==> config.mk <==
export PLATFORM = sky130hd
export DESIGN_NAME = dmmu_top
export DESIGN_NICKNAME = d
export VERILOG_FILES = /design/src/common/dmmu_pkg.sv /design/src/verilog/dmmu_cfg_regs.sv /design/src/dtlb/dtlb_lookup.sv /design/src/verilog/dmmu_perm_check.sv /design/src/verilog/dmmu_top.sv
export SDC_FILE = /design/constraint.sdc
export NUM_CORES = 1
export LEC_CHECK = 0
export BUFFER_PORTS_ARGS = -buffer_cell sky130_fd_sc_hd__buf_2
export CORE_MARGIN = 2
export CORE_UTILIZATION = 64
export CTS_CLUSTER_SIZE = 14
export DETAILED_ROUTE_END_ITERATION = 8
export MAX_ROUTING_LAYER = met4
export PLACE_DENSITY = 0.92
export SYNTH_ARGS = -nofsm -noshare
export SYNTH_HDL_FRONTEND = slang
export SYNTH_SLANG_ARGS = --single-unit
==> constraint.sdc <==
create_clock -name clk_i -period 7.1 [get_ports clk_i]
set_input_delay 0.355 -clock clk_i [delete_from_list [all_inputs] [get_ports clk_i]]
set_output_delay 0.355 -clock clk_i [all_outputs]
set_load 0.05 [all_outputs]
==> src/common/dmmu_pkg.sv <==
/* Widths, APB register map, privilege codes and the APB write word layouts.
   TLB_ENTRIES must be a power of two of at least 2 and at most 32 to fit the map. */
package dmmu_pkg;

  // Address split
  localparam int VADDR_WIDTH       = 32;
  localparam int PAGE_OFFSET_WIDTH = 12;
  localparam int VTAG_WIDTH        = VADDR_WIDTH - PAGE_OFFSET_WIDTH;
  localparam int PTAG_WIDTH        = 20;
  localparam int PADDR_WIDTH       = PTAG_WIDTH + PAGE_OFFSET_WIDTH;

  // Top PTAG bits select the device domain, only domain 0 is reachable
  localparam int DID_WIDTH    = 2;
  localparam int UNCACHED_BIT = 17;

  localparam int TLB_ENTRIES   = 8;
  localparam int TLB_IDX_WIDTH = $clog2(TLB_ENTRIES);

  // Privilege modes, 2 is reserved and treated like M
  localparam logic [1:0] PRIV_U = 2'd0;
  localparam logic [1:0] PRIV_S = 2'd1;
  localparam logic [1:0] PRIV_M = 2'd3;

  // APB
  localparam int APB_ADDR_WIDTH = 8;
  localparam int APB_DATA_WIDTH = 32;

  localparam logic [APB_ADDR_WIDTH-1:0] APB_ADDR_CTRL       = 8'h00;
  localparam logic [APB_ADDR_WIDTH-1:0] APB_ADDR_VTAG       = 8'h04;
  localparam logic [APB_ADDR_WIDTH-1:0] APB_ADDR_FENCE      = 8'h08;
  localparam logic [APB_ADDR_WIDTH-1:0] APB_ADDR_ENTRY_BASE = 8'h40;

  // One word per slot above the entry base
  localparam logic [APB_ADDR_WIDTH-1:0] APB_ENTRY_SPAN =
    APB_ADDR_WIDTH'(4 * TLB_ENTRIES);

  // One APB write word, read as control or as PTE depending on the address
  typedef union packed {
    struct packed {
      logic [APB_DATA_WIDTH-6:0] rsvd;
      logic                      uncached_mode;
      logic                      translation_en;
      logic                      sum;
      logic [1:0]                priv_mode;
    } ctrl;
    struct packed {
      logic [APB_DATA_WIDTH-PTAG_WIDTH-5:0] rsvd;
      logic                                 v;
      logic                                 d;
      logic                                 w;
      logic                                 u;
      logic [PTAG_WIDTH-1:0]                ptag;
    } pte;
  } cfg_word_u;

endpackage

==> src/verilog/dmmu_cfg_regs.sv <==
`timescale 1ns/1ps
/* APB slave with zero wait states. Slot writes and fences take effect on the
   access-phase edge, the VTAG register must be written before each slot write. */
module dmmu_cfg_regs
  import dmmu_pkg::*;
  (input  logic                      clk_i
   , input  logic                      reset_i

   , input  logic                      psel_i
   , input  logic                      penable_i
   , input  logic                      pwrite_i
   , input  logic [APB_ADDR_WIDTH-1:0] paddr_i
   , input  logic [APB_DATA_WIDTH-1:0] pwdata_i
   , output logic [APB_DATA_WIDTH-1:0] prdata_o
   , output logic                      pready_o
   , output logic                      pslverr_o

   , output logic [1:0]                priv_mode_o
   , output logic                      sum_o
   , output logic                      translation_en_o
   , output logic                      uncached_mode_o

   , output logic                      tlb_w_v_o
   , output logic [TLB_IDX_WIDTH-1:0]  tlb_w_idx_o
   , output logic [VTAG_WIDTH-1:0]     tlb_w_vtag_o
   , output cfg_word_u                 tlb_w_pte_o
   , output logic                      tlb_fence_o
   );

  cfg_word_u                 wdata;
  cfg_word_u                 rdata;
  logic [APB_ADDR_WIDTH-1:0] entry_offset;
  logic                      access;
  logic                      wr_access;
  logic                      sel_ctrl;
  logic                      sel_vtag;
  logic                      sel_fence;
  logic                      sel_entry;
  logic [VTAG_WIDTH-1:0]     vtag_r;

  assign wdata     = pwdata_i;
  assign access    = psel_i & penable_i;
  assign wr_access = access & pwrite_i;

  // Address decode
  assign entry_offset = paddr_i - APB_ADDR_ENTRY_BASE;
  assign sel_ctrl     = (paddr_i == APB_ADDR_CTRL);
  assign sel_vtag     = (paddr_i == APB_ADDR_VTAG);
  assign sel_fence    = (paddr_i == APB_ADDR_FENCE);
  assign sel_entry    = (paddr_i >= APB_ADDR_ENTRY_BASE)
                        && (entry_offset < APB_ENTRY_SPAN)
                        && (paddr_i[1:0] == 2'b00);

  assign pready_o  = 1'b1;
  assign pslverr_o = access & ~(sel_ctrl | sel_vtag | sel_fence | sel_entry);

  // Control register
  always_ff @(posedge clk_i) begin
    if (reset_i) begin
      priv_mode_o      <= PRIV_U;
      sum_o            <= 1'b0;
      translation_en_o <= 1'b0;
      uncached_mode_o  <= 1'b0;
    end else if (wr_access && sel_ctrl) begin
      priv_mode_o      <= wdata.ctrl.priv_mode;
      sum_o            <= wdata.ctrl.sum;
      translation_en_o <= wdata.ctrl.translation_en;
      uncached_mode_o  <= wdata.ctrl.uncached_mode;
    end
  end

  // Staged tag for the next slot write
  always_ff @(posedge clk_i) begin
    if (wr_access && sel_vtag) begin
      vtag_r <= pwdata_i[VTAG_WIDTH-1:0];
    end
  end

  always_comb begin
    rdata                     = '0;
    rdata.ctrl.priv_mode      = priv_mode_o;
    rdata.ctrl.sum            = sum_o;
    rdata.ctrl.translation_en = translation_en_o;
    rdata.ctrl.uncached_mode  = uncached_mode_o;
  end

  assign prdata_o = sel_ctrl ? rdata : '0;

  // TLB strobes last exactly the access phase
  assign tlb_w_v_o    = wr_access & sel_entry;
  assign tlb_w_idx_o  = entry_offset[TLB_IDX_WIDTH+1:2];
  assign tlb_w_vtag_o = vtag_r;
  assign tlb_w_pte_o  = wdata;
  assign tlb_fence_o  = wr_access & sel_fence;

endmodule

==> src/dtlb/dtlb_lookup.sv <==
`timescale 1ns/1ps
/* Fully associative DTLB and pipeline stage 1. Kill hides the stage 1 item from
   stage 2 in the same cycle, so a killed item never reaches the response. */
module dtlb_lookup
  import dmmu_pkg::*;
  (input  logic                     clk_i
   , input  logic                     reset_i
   , input  logic                     stall_i
   , input  logic                     kill_i

   , input  logic                     req_v_i
   , input  logic [VADDR_WIDTH-1:0]   req_vaddr_i
   , input  logic                     req_store_i

   , input  logic                     tlb_w_v_i
   , input  logic [TLB_IDX_WIDTH-1:0] tlb_w_idx_i
   , input  logic [VTAG_WIDTH-1:0]    tlb_w_vtag_i
   , input  cfg_word_u                tlb_w_pte_i
   , input  logic                     tlb_fence_i

   , output logic                     s1_v_o
   , output logic [VADDR_WIDTH-1:0]   s1_vaddr_o
   , output logic                     s1_store_o
   , output logic                     s1_hit_o
   , output cfg_word_u                s1_pte_o
   );

  logic [VTAG_WIDTH-1:0]    tag_r [TLB_ENTRIES];
  cfg_word_u                pte_r [TLB_ENTRIES];
  logic [TLB_ENTRIES-1:0]   valid_r;
  logic [TLB_ENTRIES-1:0]   match;
  logic [TLB_IDX_WIDTH-1:0] hit_idx;
  logic [VTAG_WIDTH-1:0]    req_vtag;
  logic                     s1_v_r;

  assign req_vtag = req_vaddr_i[VADDR_WIDTH-1:PAGE_OFFSET_WIDTH];

  // Valid bits, APB updates land even while the pipe stalls
  always_ff @(posedge clk_i) begin
    if (reset_i) begin
      valid_r <= '0;
    end else if (tlb_fence_i) begin
      valid_r <= '0;
    end else if (tlb_w_v_i) begin
      valid_r[tlb_w_idx_i] <= tlb_w_pte_i.pte.v;
    end
  end

  always_ff @(posedge clk_i) begin
    if (tlb_w_v_i) begin
      tag_r[tlb_w_idx_i] <= tlb_w_vtag_i;
      pte_r[tlb_w_idx_i] <= tlb_w_pte_i;
    end
  end

  always_comb begin
    for (int i = 0; i < TLB_ENTRIES; i++) begin
      match[i] = valid_r[i] && (tag_r[i] == req_vtag);
    end
  end

  // Lowest matching slot wins
  always_comb begin
    hit_idx = '0;
    for (int i = TLB_ENTRIES - 1; i >= 0; i--) begin
      if (match[i]) begin
        hit_idx = TLB_IDX_WIDTH'(i);
      end
    end
  end

  // Kill wins over holding during a stall
  always_ff @(posedge clk_i) begin
    if (reset_i) begin
      s1_v_r <= 1'b0;
    end else if (!stall_i) begin
      s1_v_r <= req_v_i;
    end else if (kill_i) begin
      s1_v_r <= 1'b0;
    end
  end

  always_ff @(posedge clk_i) begin
    if (!stall_i && req_v_i) begin
      s1_vaddr_o <= req_vaddr_i;
      s1_store_o <= req_store_i;
      s1_hit_o   <= |match;
      s1_pte_o   <= pte_r[hit_idx];
    end
  end

  assign s1_v_o = s1_v_r & ~kill_i;

endmodule

==> src/verilog/dmmu_perm_check.sv <==
`timescale 1ns/1ps
/* Pipeline stage 2 with fault checks and the response register.
   A miss reports PTAG zero and no faults, control is sampled as the item leaves stage 1. */
module dmmu_perm_check
  import dmmu_pkg::*;
  (input  logic                   clk_i
   , input  logic                   reset_i
   , input  logic                   stall_i

   , input  logic                   s1_v_i
   , input  logic [VADDR_WIDTH-1:0] s1_vaddr_i
   , input  logic                   s1_store_i
   , input  logic                   s1_hit_i
   , input  cfg_word_u              s1_pte_i

   , input  logic [1:0]             priv_mode_i
   , input  logic                   sum_i
   , input  logic                   translation_en_i
   , input  logic                   uncached_mode_i

   , output logic                   resp_v_o
   , output logic [PADDR_WIDTH-1:0] resp_paddr_o
   , output logic                   resp_miss_o
   , output logic                   resp_page_fault_o
   , output logic                   resp_access_fault_o
   , output logic                   resp_uncached_o
   );

  logic [VTAG_WIDTH-1:0] vtag;
  logic [PTAG_WIDTH-1:0] ptag;
  logic                  miss;
  logic                  priv_fault;
  logic                  write_fault;
  logic                  page_fault;
  logic                  did_fault;
  logic                  mode_fault;
  logic                  access_fault;

  assign vtag = s1_vaddr_i[VADDR_WIDTH-1:PAGE_OFFSET_WIDTH];
  assign miss = translation_en_i & ~s1_hit_i;

  // Bypass when translation is off
  always_comb begin
    if (!translation_en_i) begin
      ptag = vtag;
    end else if (s1_hit_i) begin
      ptag = s1_pte_i.pte.ptag;
    end else begin
      ptag = '0;
    end
  end

  always_comb begin
    case (priv_mode_i)
      PRIV_U:  priv_fault = ~s1_pte_i.pte.u;
      PRIV_S:  priv_fault = ~sum_i & s1_pte_i.pte.u;
      PRIV_M:  priv_fault = 1'b0;
      default: priv_fault = 1'b0;
    endcase
  end

  // Stores need both W and D, no hardware dirty update
  assign write_fault = s1_store_i & (~s1_pte_i.pte.w | ~s1_pte_i.pte.d);
  assign page_fault  = translation_en_i & s1_hit_i & (priv_fault | write_fault);

  assign did_fault    = |ptag[PTAG_WIDTH-1 -: DID_WIDTH];
  assign mode_fault   = uncached_mode_i & ~ptag[UNCACHED_BIT];
  assign access_fault = ~miss & (did_fault | mode_fault);

  // Response register holds while the consumer stalls
  always_ff @(posedge clk_i) begin
    if (reset_i) begin
      resp_v_o <= 1'b0;
    end else if (!stall_i) begin
      resp_v_o <= s1_v_i;
    end
  end

  always_ff @(posedge clk_i) begin
    if (!stall_i && s1_v_i) begin
      resp_paddr_o        <= {ptag, s1_vaddr_i[PAGE_OFFSET_WIDTH-1:0]};
      resp_miss_o         <= miss;
      resp_page_fault_o   <= page_fault;
      resp_access_fault_o <= access_fault;
      resp_uncached_o     <= ptag[UNCACHED_BIT];
    end
  end

endmodule

==> src/verilog/dmmu_top.sv <==
`timescale 1ns/1ps
/* Two-stage data address translation with APB configuration.
   TLB misses are only reported, entries are filled through APB. */
module dmmu_top
  import dmmu_pkg::*;
  (input  logic                      clk_i
   , input  logic                      reset_i

   , input  logic                      psel_i
   , input  logic                      penable_i
   , input  logic                      pwrite_i
   , input  logic [APB_ADDR_WIDTH-1:0] paddr_i
   , input  logic [APB_DATA_WIDTH-1:0] pwdata_i
   , output logic [APB_DATA_WIDTH-1:0] prdata_o
   , output logic                      pready_o
   , output logic                      pslverr_o

   , input  logic                      req_v_i
   , input  logic [VADDR_WIDTH-1:0]    req_vaddr_i
   , input  logic                      req_store_i
   , output logic                      req_ready_o
   , input  logic                      kill_i

   , output logic                      resp_v_o
   , output logic [PADDR_WIDTH-1:0]    resp_paddr_o
   , output logic                      resp_miss_o
   , output logic                      resp_page_fault_o
   , output logic                      resp_access_fault_o
   , output logic                      resp_uncached_o
   , input  logic                      resp_ready_i
   );

  logic [1:0]               priv_mode;
  logic                     sum;
  logic                     translation_en;
  logic                     uncached_mode;
  logic                     tlb_w_v;
  logic [TLB_IDX_WIDTH-1:0] tlb_w_idx;
  logic [VTAG_WIDTH-1:0]    tlb_w_vtag;
  cfg_word_u                tlb_w_pte;
  logic                     tlb_fence;
  logic                     s1_v;
  logic [VADDR_WIDTH-1:0]   s1_vaddr;
  logic                     s1_store;
  logic                     s1_hit;
  cfg_word_u                s1_pte;
  logic                     stall;

  // Both stages hold while a response waits
  assign stall       = resp_v_o & ~resp_ready_i;
  assign req_ready_o = ~stall;

  dmmu_cfg_regs i_dmmu_cfg_regs
    (.clk_i(clk_i)
     ,.reset_i(reset_i)
     ,.psel_i(psel_i)
     ,.penable_i(penable_i)
     ,.pwrite_i(pwrite_i)
     ,.paddr_i(paddr_i)
     ,.pwdata_i(pwdata_i)
     ,.prdata_o(prdata_o)
     ,.pready_o(pready_o)
     ,.pslverr_o(pslverr_o)
     ,.priv_mode_o(priv_mode)
     ,.sum_o(sum)
     ,.translation_en_o(translation_en)
     ,.uncached_mode_o(uncached_mode)
     ,.tlb_w_v_o(tlb_w_v)
     ,.tlb_w_idx_o(tlb_w_idx)
     ,.tlb_w_vtag_o(tlb_w_vtag)
     ,.tlb_w_pte_o(tlb_w_pte)
     ,.tlb_fence_o(tlb_fence)
     );

  dtlb_lookup i_dtlb_lookup
    (.clk_i(clk_i)
     ,.reset_i(reset_i)
     ,.stall_i(stall)
     ,.kill_i(kill_i)
     ,.req_v_i(req_v_i)
     ,.req_vaddr_i(req_vaddr_i)
     ,.req_store_i(req_store_i)
     ,.tlb_w_v_i(tlb_w_v)
     ,.tlb_w_idx_i(tlb_w_idx)
     ,.tlb_w_vtag_i(tlb_w_vtag)
     ,.tlb_w_pte_i(tlb_w_pte)
     ,.tlb_fence_i(tlb_fence)
     ,.s1_v_o(s1_v)
     ,.s1_vaddr_o(s1_vaddr)
     ,.s1_store_o(s1_store)
     ,.s1_hit_o(s1_hit)
     ,.s1_pte_o(s1_pte)
     );

  dmmu_perm_check i_dmmu_perm_check
    (.clk_i(clk_i)
     ,.reset_i(reset_i)
     ,.stall_i(stall)
     ,.s1_v_i(s1_v)
     ,.s1_vaddr_i(s1_vaddr)
     ,.s1_store_i(s1_store)
     ,.s1_hit_i(s1_hit)
     ,.s1_pte_i(s1_pte)
     ,.priv_mode_i(priv_mode)
     ,.sum_i(sum)
     ,.translation_en_i(translation_en)
     ,.uncached_mode_i(uncached_mode)
     ,.resp_v_o(resp_v_o)
     ,.resp_paddr_o(resp_paddr_o)
     ,.resp_miss_o(resp_miss_o)
     ,.resp_page_fault_o(resp_page_fault_o)
     ,.resp_access_fault_o(resp_access_fault_o)
     ,.resp_uncached_o(resp_uncached_o)
     );

endmodule

# Word level (Yosys, flattened, before mapping)
# Memories as Yosys holds them, arrays and structs flattened. A register that Yosys moved wholly into a read port is not among the register bits.
# Cells that the tools add are included.
[totals]
ff_bits = 105
inputBits = 81
out_inout_bits = 72
ramBits = 416
elab_cells = 107
n_memories = 2
[op_classes]
order_cmp = 4
n_addsub = 1
n_eq_ne = 12
bitwise = 31
muxes = 19
reduce_logical = 22
[mem_list]
columns = ["memory", "depth", "word_bits", "read_ports", "rd_ports_with_merged_regs", "write_ports", "line", "source"]
rows = [
  ["i_dtlb_lookup.pte_r", 8, 32, 1, 1, 1, "dtlb_lookup.sv:29", "cfg_word_u pte_r [TLB_ENTRIES];"],
  ["i_dtlb_lookup.tag_r", 8, 20, 8, 0, 1, "dtlb_lookup.sv:28", "logic [VTAG_WIDTH-1:0] tag_r [TLB_ENTRIES];"],
]
[op_table]
columns = ["cell", "count"]
rows = [
  ["20-bit == test", 8],
  ["20-bit 2-to-1 mux", 2],
  ["3-bit 2-to-1 mux", 8],
  ["1-bit logical AND", 15],
  ["1-bit bitwise AND", 14],
  ["1-bit NOT", 11],
  ["8-bit bitwise mux", 1],
  ["8-bit by 3-bit == test with 1-bit output (second input constant)", 1],
  ["8-bit by 4-bit == test with 1-bit output (second input constant)", 1],
  ["8-bit by 7-bit >= comparator with 1-bit output (second input constant)", 1],
  ["8-bit zero test", 1],
  ["8-bit by 6-bit < comparator with 1-bit output (second input constant)", 1],
  ["8-bit OR reduction", 1],
  ["8-bit by 7-bit subtractor with 8-bit output (second input constant)", 1],
  ["1-bit OR", 6],
  ["1-bit 2-to-1 mux", 5],
  ["5-bit 2-to-1 mux", 1],
  ["2-bit zero test", 2],
  ["3-bit by 4-bit < comparator with 1-bit output (second input constant)", 1],
  ["2-bit OR reduction", 2],
  ["1-bit demux with 3-bit select", 1],
  ["3-bit by 1-bit >= comparator with 1-bit output (second input constant)", 1],
  ["2-bit by 1-bit == test with 1-bit output (second input constant)", 1],
  ["2-bit inequality test (second input constant)", 1],
  ["other kinds (2)", 2],
]

# Depth between registers and ports, before layout
# An unclocked memory read counts as a cell.
[depth]
word_depth = 11
mapped_depth = 11

# By module
# A second synthesis with hierarchy kept.
[unflattened]
cells_unflattened = 1245
hier_area_um2 = 22018.6
[modules_own_cells]
columns = ["module", "cells_per_inst", "n_inst", "area_each_um2", "seq_area_each_um2"]
rows = [
  ["dtlb_lookup", 1005, 1, 19117.1, 14654.1],
  ["dmmu_perm_check", 113, 1, 1462.7, 1071.0],
  ["dmmu_cfg_regs", 125, 1, 1426.4, 700.7],
  ["dmmu_top", 2, 1, 12.5, 0.0],
]

# Least setup slack after synthesis
# OpenSTA, ideal clock, no wires.
[synth_timing]
path_type = "input to register"
from = "input port paddr_i[1]"
to = "register i_dtlb_lookup.valid_r[1]"
stages = 5
path_slack_ns = 2.415
n_path_buf = 0
arrival_time_ns = 4.563
cell_sequence = "nor4_1 > nand4_1 > nor3_1 > mux2i_1 > nor2_1"
[synth_between]
elab_chain_cells = 6
[synth_lines]
columns = ["item", "line", "source"]
rows = [
  ["start, declared", "dmmu_top.sv:12", ", input logic [APB_ADDR_WIDTH-1:0] paddr_i"],
  ["8-bit by 7-bit subtractor with 8-bit output", "dmmu_cfg_regs.sv:46", "assign entry_offset = paddr_i - APB_ADDR_ENTRY_BASE;"],
  ["3-bit by 4-bit < comparator with 1-bit output (not written as such) / 3-bit by 1-bit >= comparator with 1-bit output (equally long branches)", "dtlb_lookup.sv:45", "valid_r[tlb_w_idx_i] <= tlb_w_pte_i.pte.v;"],
  ["1-bit logical AND (not written as such)", "dtlb_lookup.sv:45", ""],
  ["1-bit 2-to-1 mux (not written as such)", "dtlb_lookup.sv:45", ""],
  ["1-bit demux with 3-bit select", "--", ""],
  ["8-bit bitwise mux", "dtlb_lookup.sv:45", ""],
  ["end signal, assigned by index", "dtlb_lookup.sv:45", ""],
  ["end, declared", "dtlb_lookup.sv:30", "logic [TLB_ENTRIES-1:0] valid_r;"],
]
# Parallel ways exist; a longest one is shown, timed or not.
# A chain may end at the register's enable or synchronous reset.

==> impl_metrics.env <==
export IMPL_fp_coreArea_sq_mm=0.0296
export IMPL_relSlewSlack_pct=19.2
export IMPL_vdd_ir_drop_max_v=0.000231
export IMPL_num_rows=63
export IMPL_setup_total_negative_slack_ns=0
export IMPL_seq_area_frac_synth_pct=72.9
export IMPL_clk_latency_ns=0.56
export IMPL_reg2reg_from="i_dtlb_lookup.tag_r[5][3]$_DFFE_PP_"
export IMPL_routed_wl_mm=49.1
export IMPL_cts_sinks=471
export IMPL_period_share_pct=63.9
export IMPL_track_usage_pct=32.7
export IMPL_worst_slack_ns=2.56
export IMPL_final_util_pct=73.4
export IMPL_grt_overflow_total=0
export IMPL_worstSetupPathDepth=10
export IMPL_cp_slowest_stage_delay_ns=0.61
export IMPL_critPathArrivalTime_ns=4.88
export IMPL_slowest_stage="or2_2"
export IMPL_synth_area_sq_mm=0.0192
export IMPL_power_density_mw_per_mm2=265
export IMPL_critPathLaunch="i_dtlb_lookup.tag_r[5][3]$_DFFE_PP_"
export IMPL_min_delay_start="req_vaddr_i[9]"
export IMPL_min_path_type="input port to flop"
export IMPL_dr_pass1_iters=8
export IMPL_wl_per_cell_um=27.7
export IMPL_portBuffers=116
export IMPL_drc_errors=0
export IMPL_pwr_share_clk_pct=42.4
export IMPL_path_delay_family="simple AND/OR/NAND/NOR gates"
export IMPL_ys_ff_latch=471
export IMPL_synth_top_flop_cell="edfxtp_1"
export IMPL_clock_path_buffers=3
export IMPL_finalCriticalPeriod_ns=4.54
export IMPL_setup_viol=0
export IMPL_syn_area_per_cell_sq_um=15.9
export IMPL_cts_resized=0
export IMPL_cap_viol_max_count=0
export IMPL_critPathRequiredTime_ns=7.44
export IMPL_status="complete, no violations"
export IMPL_crit_path_cell_trace="xnor2_1 > nand4_1 > nor4_2 > nand4_1 > a2111oi_4 > buf_4 > or2_2 > buf_4 > mux2i_1 > a211oi_1"
export IMPL_maxSlewViolCount=0
export IMPL_dp_hpwl_mm=29.1
export IMPL_grt_pass1_wl_mm=71.4
export IMPL_p_int_w=0.00454
export IMPL_rsz0062_at_grt="false"
export IMPL_fp_dieArea_sq_mm=0.0314
export IMPL_synth_edf_count=456
export IMPL_synth_cells=1204
export IMPL_p_leak_nw=7.29
export IMPL_grt_start_max_net_pins=59
export IMPL_whs_path_depth=1
export IMPL_synthToLayoutAreaGrowth_pct=13.0
export IMPL_finalPower_w=0.00574
export IMPL_ctsRootBufferMaster="clkbuf_16"
export IMPL_crit_type="flop to flop"
export IMPL_worstMarginPinSlew_ns=1.21
export IMPL_cts_tree="built"
export IMPL_path_clk_slew_ns=0.06
export IMPL_vias=11500
export IMPL_grt_pass1_vias=11500
export IMPL_tritoncts_num_buffers=46
export IMPL_worst_path_buf_inv=2
export IMPL_gp_congestion=0.881
export IMPL_vias_per_cell=6.48
export IMPL_synth_distinct_cells=55
export IMPL_die_x_um=177
export IMPL_setup_worst_path_end_class="flop"
export IMPL_whs_ns=0.0233
export IMPL_clock_skew_final_ns=0.0257
export IMPL_drt_iter0_drc=1783
export IMPL_ys_warn_count=0
export IMPL_synth_async_reset_ratio_pct=0
export IMPL_hold_buffers=11
export IMPL_combPwrFrac_pct=4.3
export IMPL_nets=1423
export IMPL_antenna_left=0
export IMPL_p_sw_share_pct=21.0
export IMPL_fmax_ghz=0.220
export IMPL_antenna_found_initial=3
export IMPL_cts_htree_levels=2
export IMPL_die_h_um=177
export IMPL_ioPinCount=153
export IMPL_dp_slack_ns=2.55
export IMPL_fillCellCount=1638
export IMPL_hold_viol=0
export IMPL_p_sw_w=0.00120
export IMPL_rr_worst_depth=10
export IMPL_pwr_share_seq_pct=53.3
export IMPL_worst_setup_path_start_kind="flop"
export IMPL_cts_setup_buffers=0
export IMPL_start_util_pct=64.9
export IMPL_drive_gt1_share_pct=18.0
export IMPL_cp_max_fo=26
synth_stat cells, types with 2 or more instances:
cell       number  area (sq um)
a222oi_1       23           230
o2111ai_1      23           201
nor2b_1         3          18.8
xnor2_2         5          81.3
clkbuf_1       25          93.8
xnor2_1       112           981
nor4bb_1        3          30.0
xor2_1         43           377
nand3_1        20           100
a22o_1         19           166
nor3_1          7          35.0
mux2i_1        25           250
nand4_1        47           294
and3_1          3          18.8
or2_1           4          25.0
buf_6           7          78.8
a211oi_2       14           175
o31ai_2         5          62.6
and4_1          3          26.3
o21ai_0        31           155
dfxtp_1        15           300
inv_1          96           360
o31ai_1        18           135
nor4_2          2          25.0
nor4b_1         7          61.3
a211oi_1        9          67.6
nand2_1        32           120
conb_1          2          7.51
edfxtp_1      456         13700
nor2_1         22          82.6
or4_1           2          15.0
nand2b_1        5          31.3
a41oi_1         3          26.3
or4bb_1         2          22.5
buf_4          41           308
a21oi_1        12          60.1
buf_2           7          35.0
nor4_1         18           113
nor3b_1         6          45.0
o211ai_1        2          15.0
and2_1         11          68.8
layout make-up:
class | count | area (sq um) | area share (%)
clock buffers | 58 | 1200 | 5.52
inverters | 96 | 360 | 1.66
repair buffers | 147 | 841 | 3.88
flip-flops and latches | 471 | 14000 | 64.5
well taps | 390 | 488 | 2.25
clock inverters | 26 | 307 | 1.41
diodes | 3 | 7.51 | 0.0346
multi-input cells | 580 | 4500 | 20.7
cell usage in the layout (no fill, tap or decap), types with 14 or more instances in the layout:
cell type / synthesis / layout
a211oi_2: 14 / 14
a222oi_1: 23 / 23
a22o_1: 19 / 19
buf_2: 7 / 116
buf_4: 41 / 20
clkbuf_16: 0 / 46
conb_1: 2 / 28
dfxtp_1: 15 / 15
edfxtp_1: 456 / 456
inv_1: 96 / 96
mux2i_1: 25 / 25
nand2_1: 32 / 32
nand3_1: 20 / 20
nand4_1: 47 / 47
nor2_1: 22 / 16
nor4_1: 18 / 18
o2111ai_1: 23 / 23
o21ai_0: 31 / 31
o31ai_1: 18 / 18
xnor2_1: 112 / 112
xor2_1: 43 / 43
power by group through the flow:
stage / Clock, W / Combinational [W] / Sequential, W
finish: 0.00243 / 0.000246 / 0.00306
global placement: 0 / 0.000228 / 0.00312
detailed placement: 0 / 0.000232 / 0.00312
floorplan: 0 / 0.000147 / 0.00314
CTS: 0.00245 / 0.000241 / 0.00306
global route: 0.00254 / 0.000257 / 0.00306
layer usage:
layer	vias to the layer above	wire, um	global-route usage (%)
met4	0	2010	14.0
met5	-	0	-
li1	4799	-	-
met1	5569	17500	42.3
met3	161	6030	6.31
met2	949	23600	51.2
worst register-to-register path, cell delays in order (launching register included):
cell and delay, ns:
edfxtp_1 0.40, xnor2_1 0.42, nand4_1 0.27, nor4_2 0.54, nand4_1 0.27, a2111oi_4 0.34, buf_4 0.44, or2_2 0.62
buf_4 0.53, mux2i_1 0.17, a211oi_1 0.34
logic make-up after synthesis:
family | share of synthesized area (%)
XOR/XNOR | 7.50
multiplexers | 1.30
flip-flops | 72.9
other | 0.0391
AND/OR/NAND/NOR | 6.14
buffers and inverters | 4.77
AO/OA/AOI/OAI | 7.34
worst paths after layout:
kind / to / slack, ns
worst max-delay path: i_dtlb_lookup.s1_pte_o[2]$_DFFE_PP_ / 2.56
worst min-delay path: i_dtlb_lookup.s1_vaddr_o[9]$_DFFE_PP_ / 0.02
worst max register to register: i_dtlb_lookup.s1_pte_o[2]$_DFFE_PP_ / 2.56
worst min register to register: i_dmmu_perm_check.resp_paddr_o[1]$_DFFE_PP_ / 0.42
through the flow:
step / instances / cell area, sq um
after floorplan: 1230 / 19300
after global placement: 1673 / 20100
after detailed placement: 1673 / 20100
after CTS: 1768 / 21700
after global routing: 1771 / 21700
final: 1771 / 21700
registers in the layout, summed over array words and instances, names as in the netlist, 2 cells and up:
name and cells:
i_dtlb_lookup.s1_vaddr_o 32, i_dmmu_cfg_regs.priv_mode_o 2, i_dtlb_lookup.pte_r 184, i_dmmu_perm_check.resp_paddr_o 32
i_dtlb_lookup.tag_r 160, i_dtlb_lookup.valid_r 8, i_dmmu_cfg_regs.tlb_w_vtag_o 20, i_dtlb_lookup.s1_pte_o 23
(Power assumes the default switching activity.)
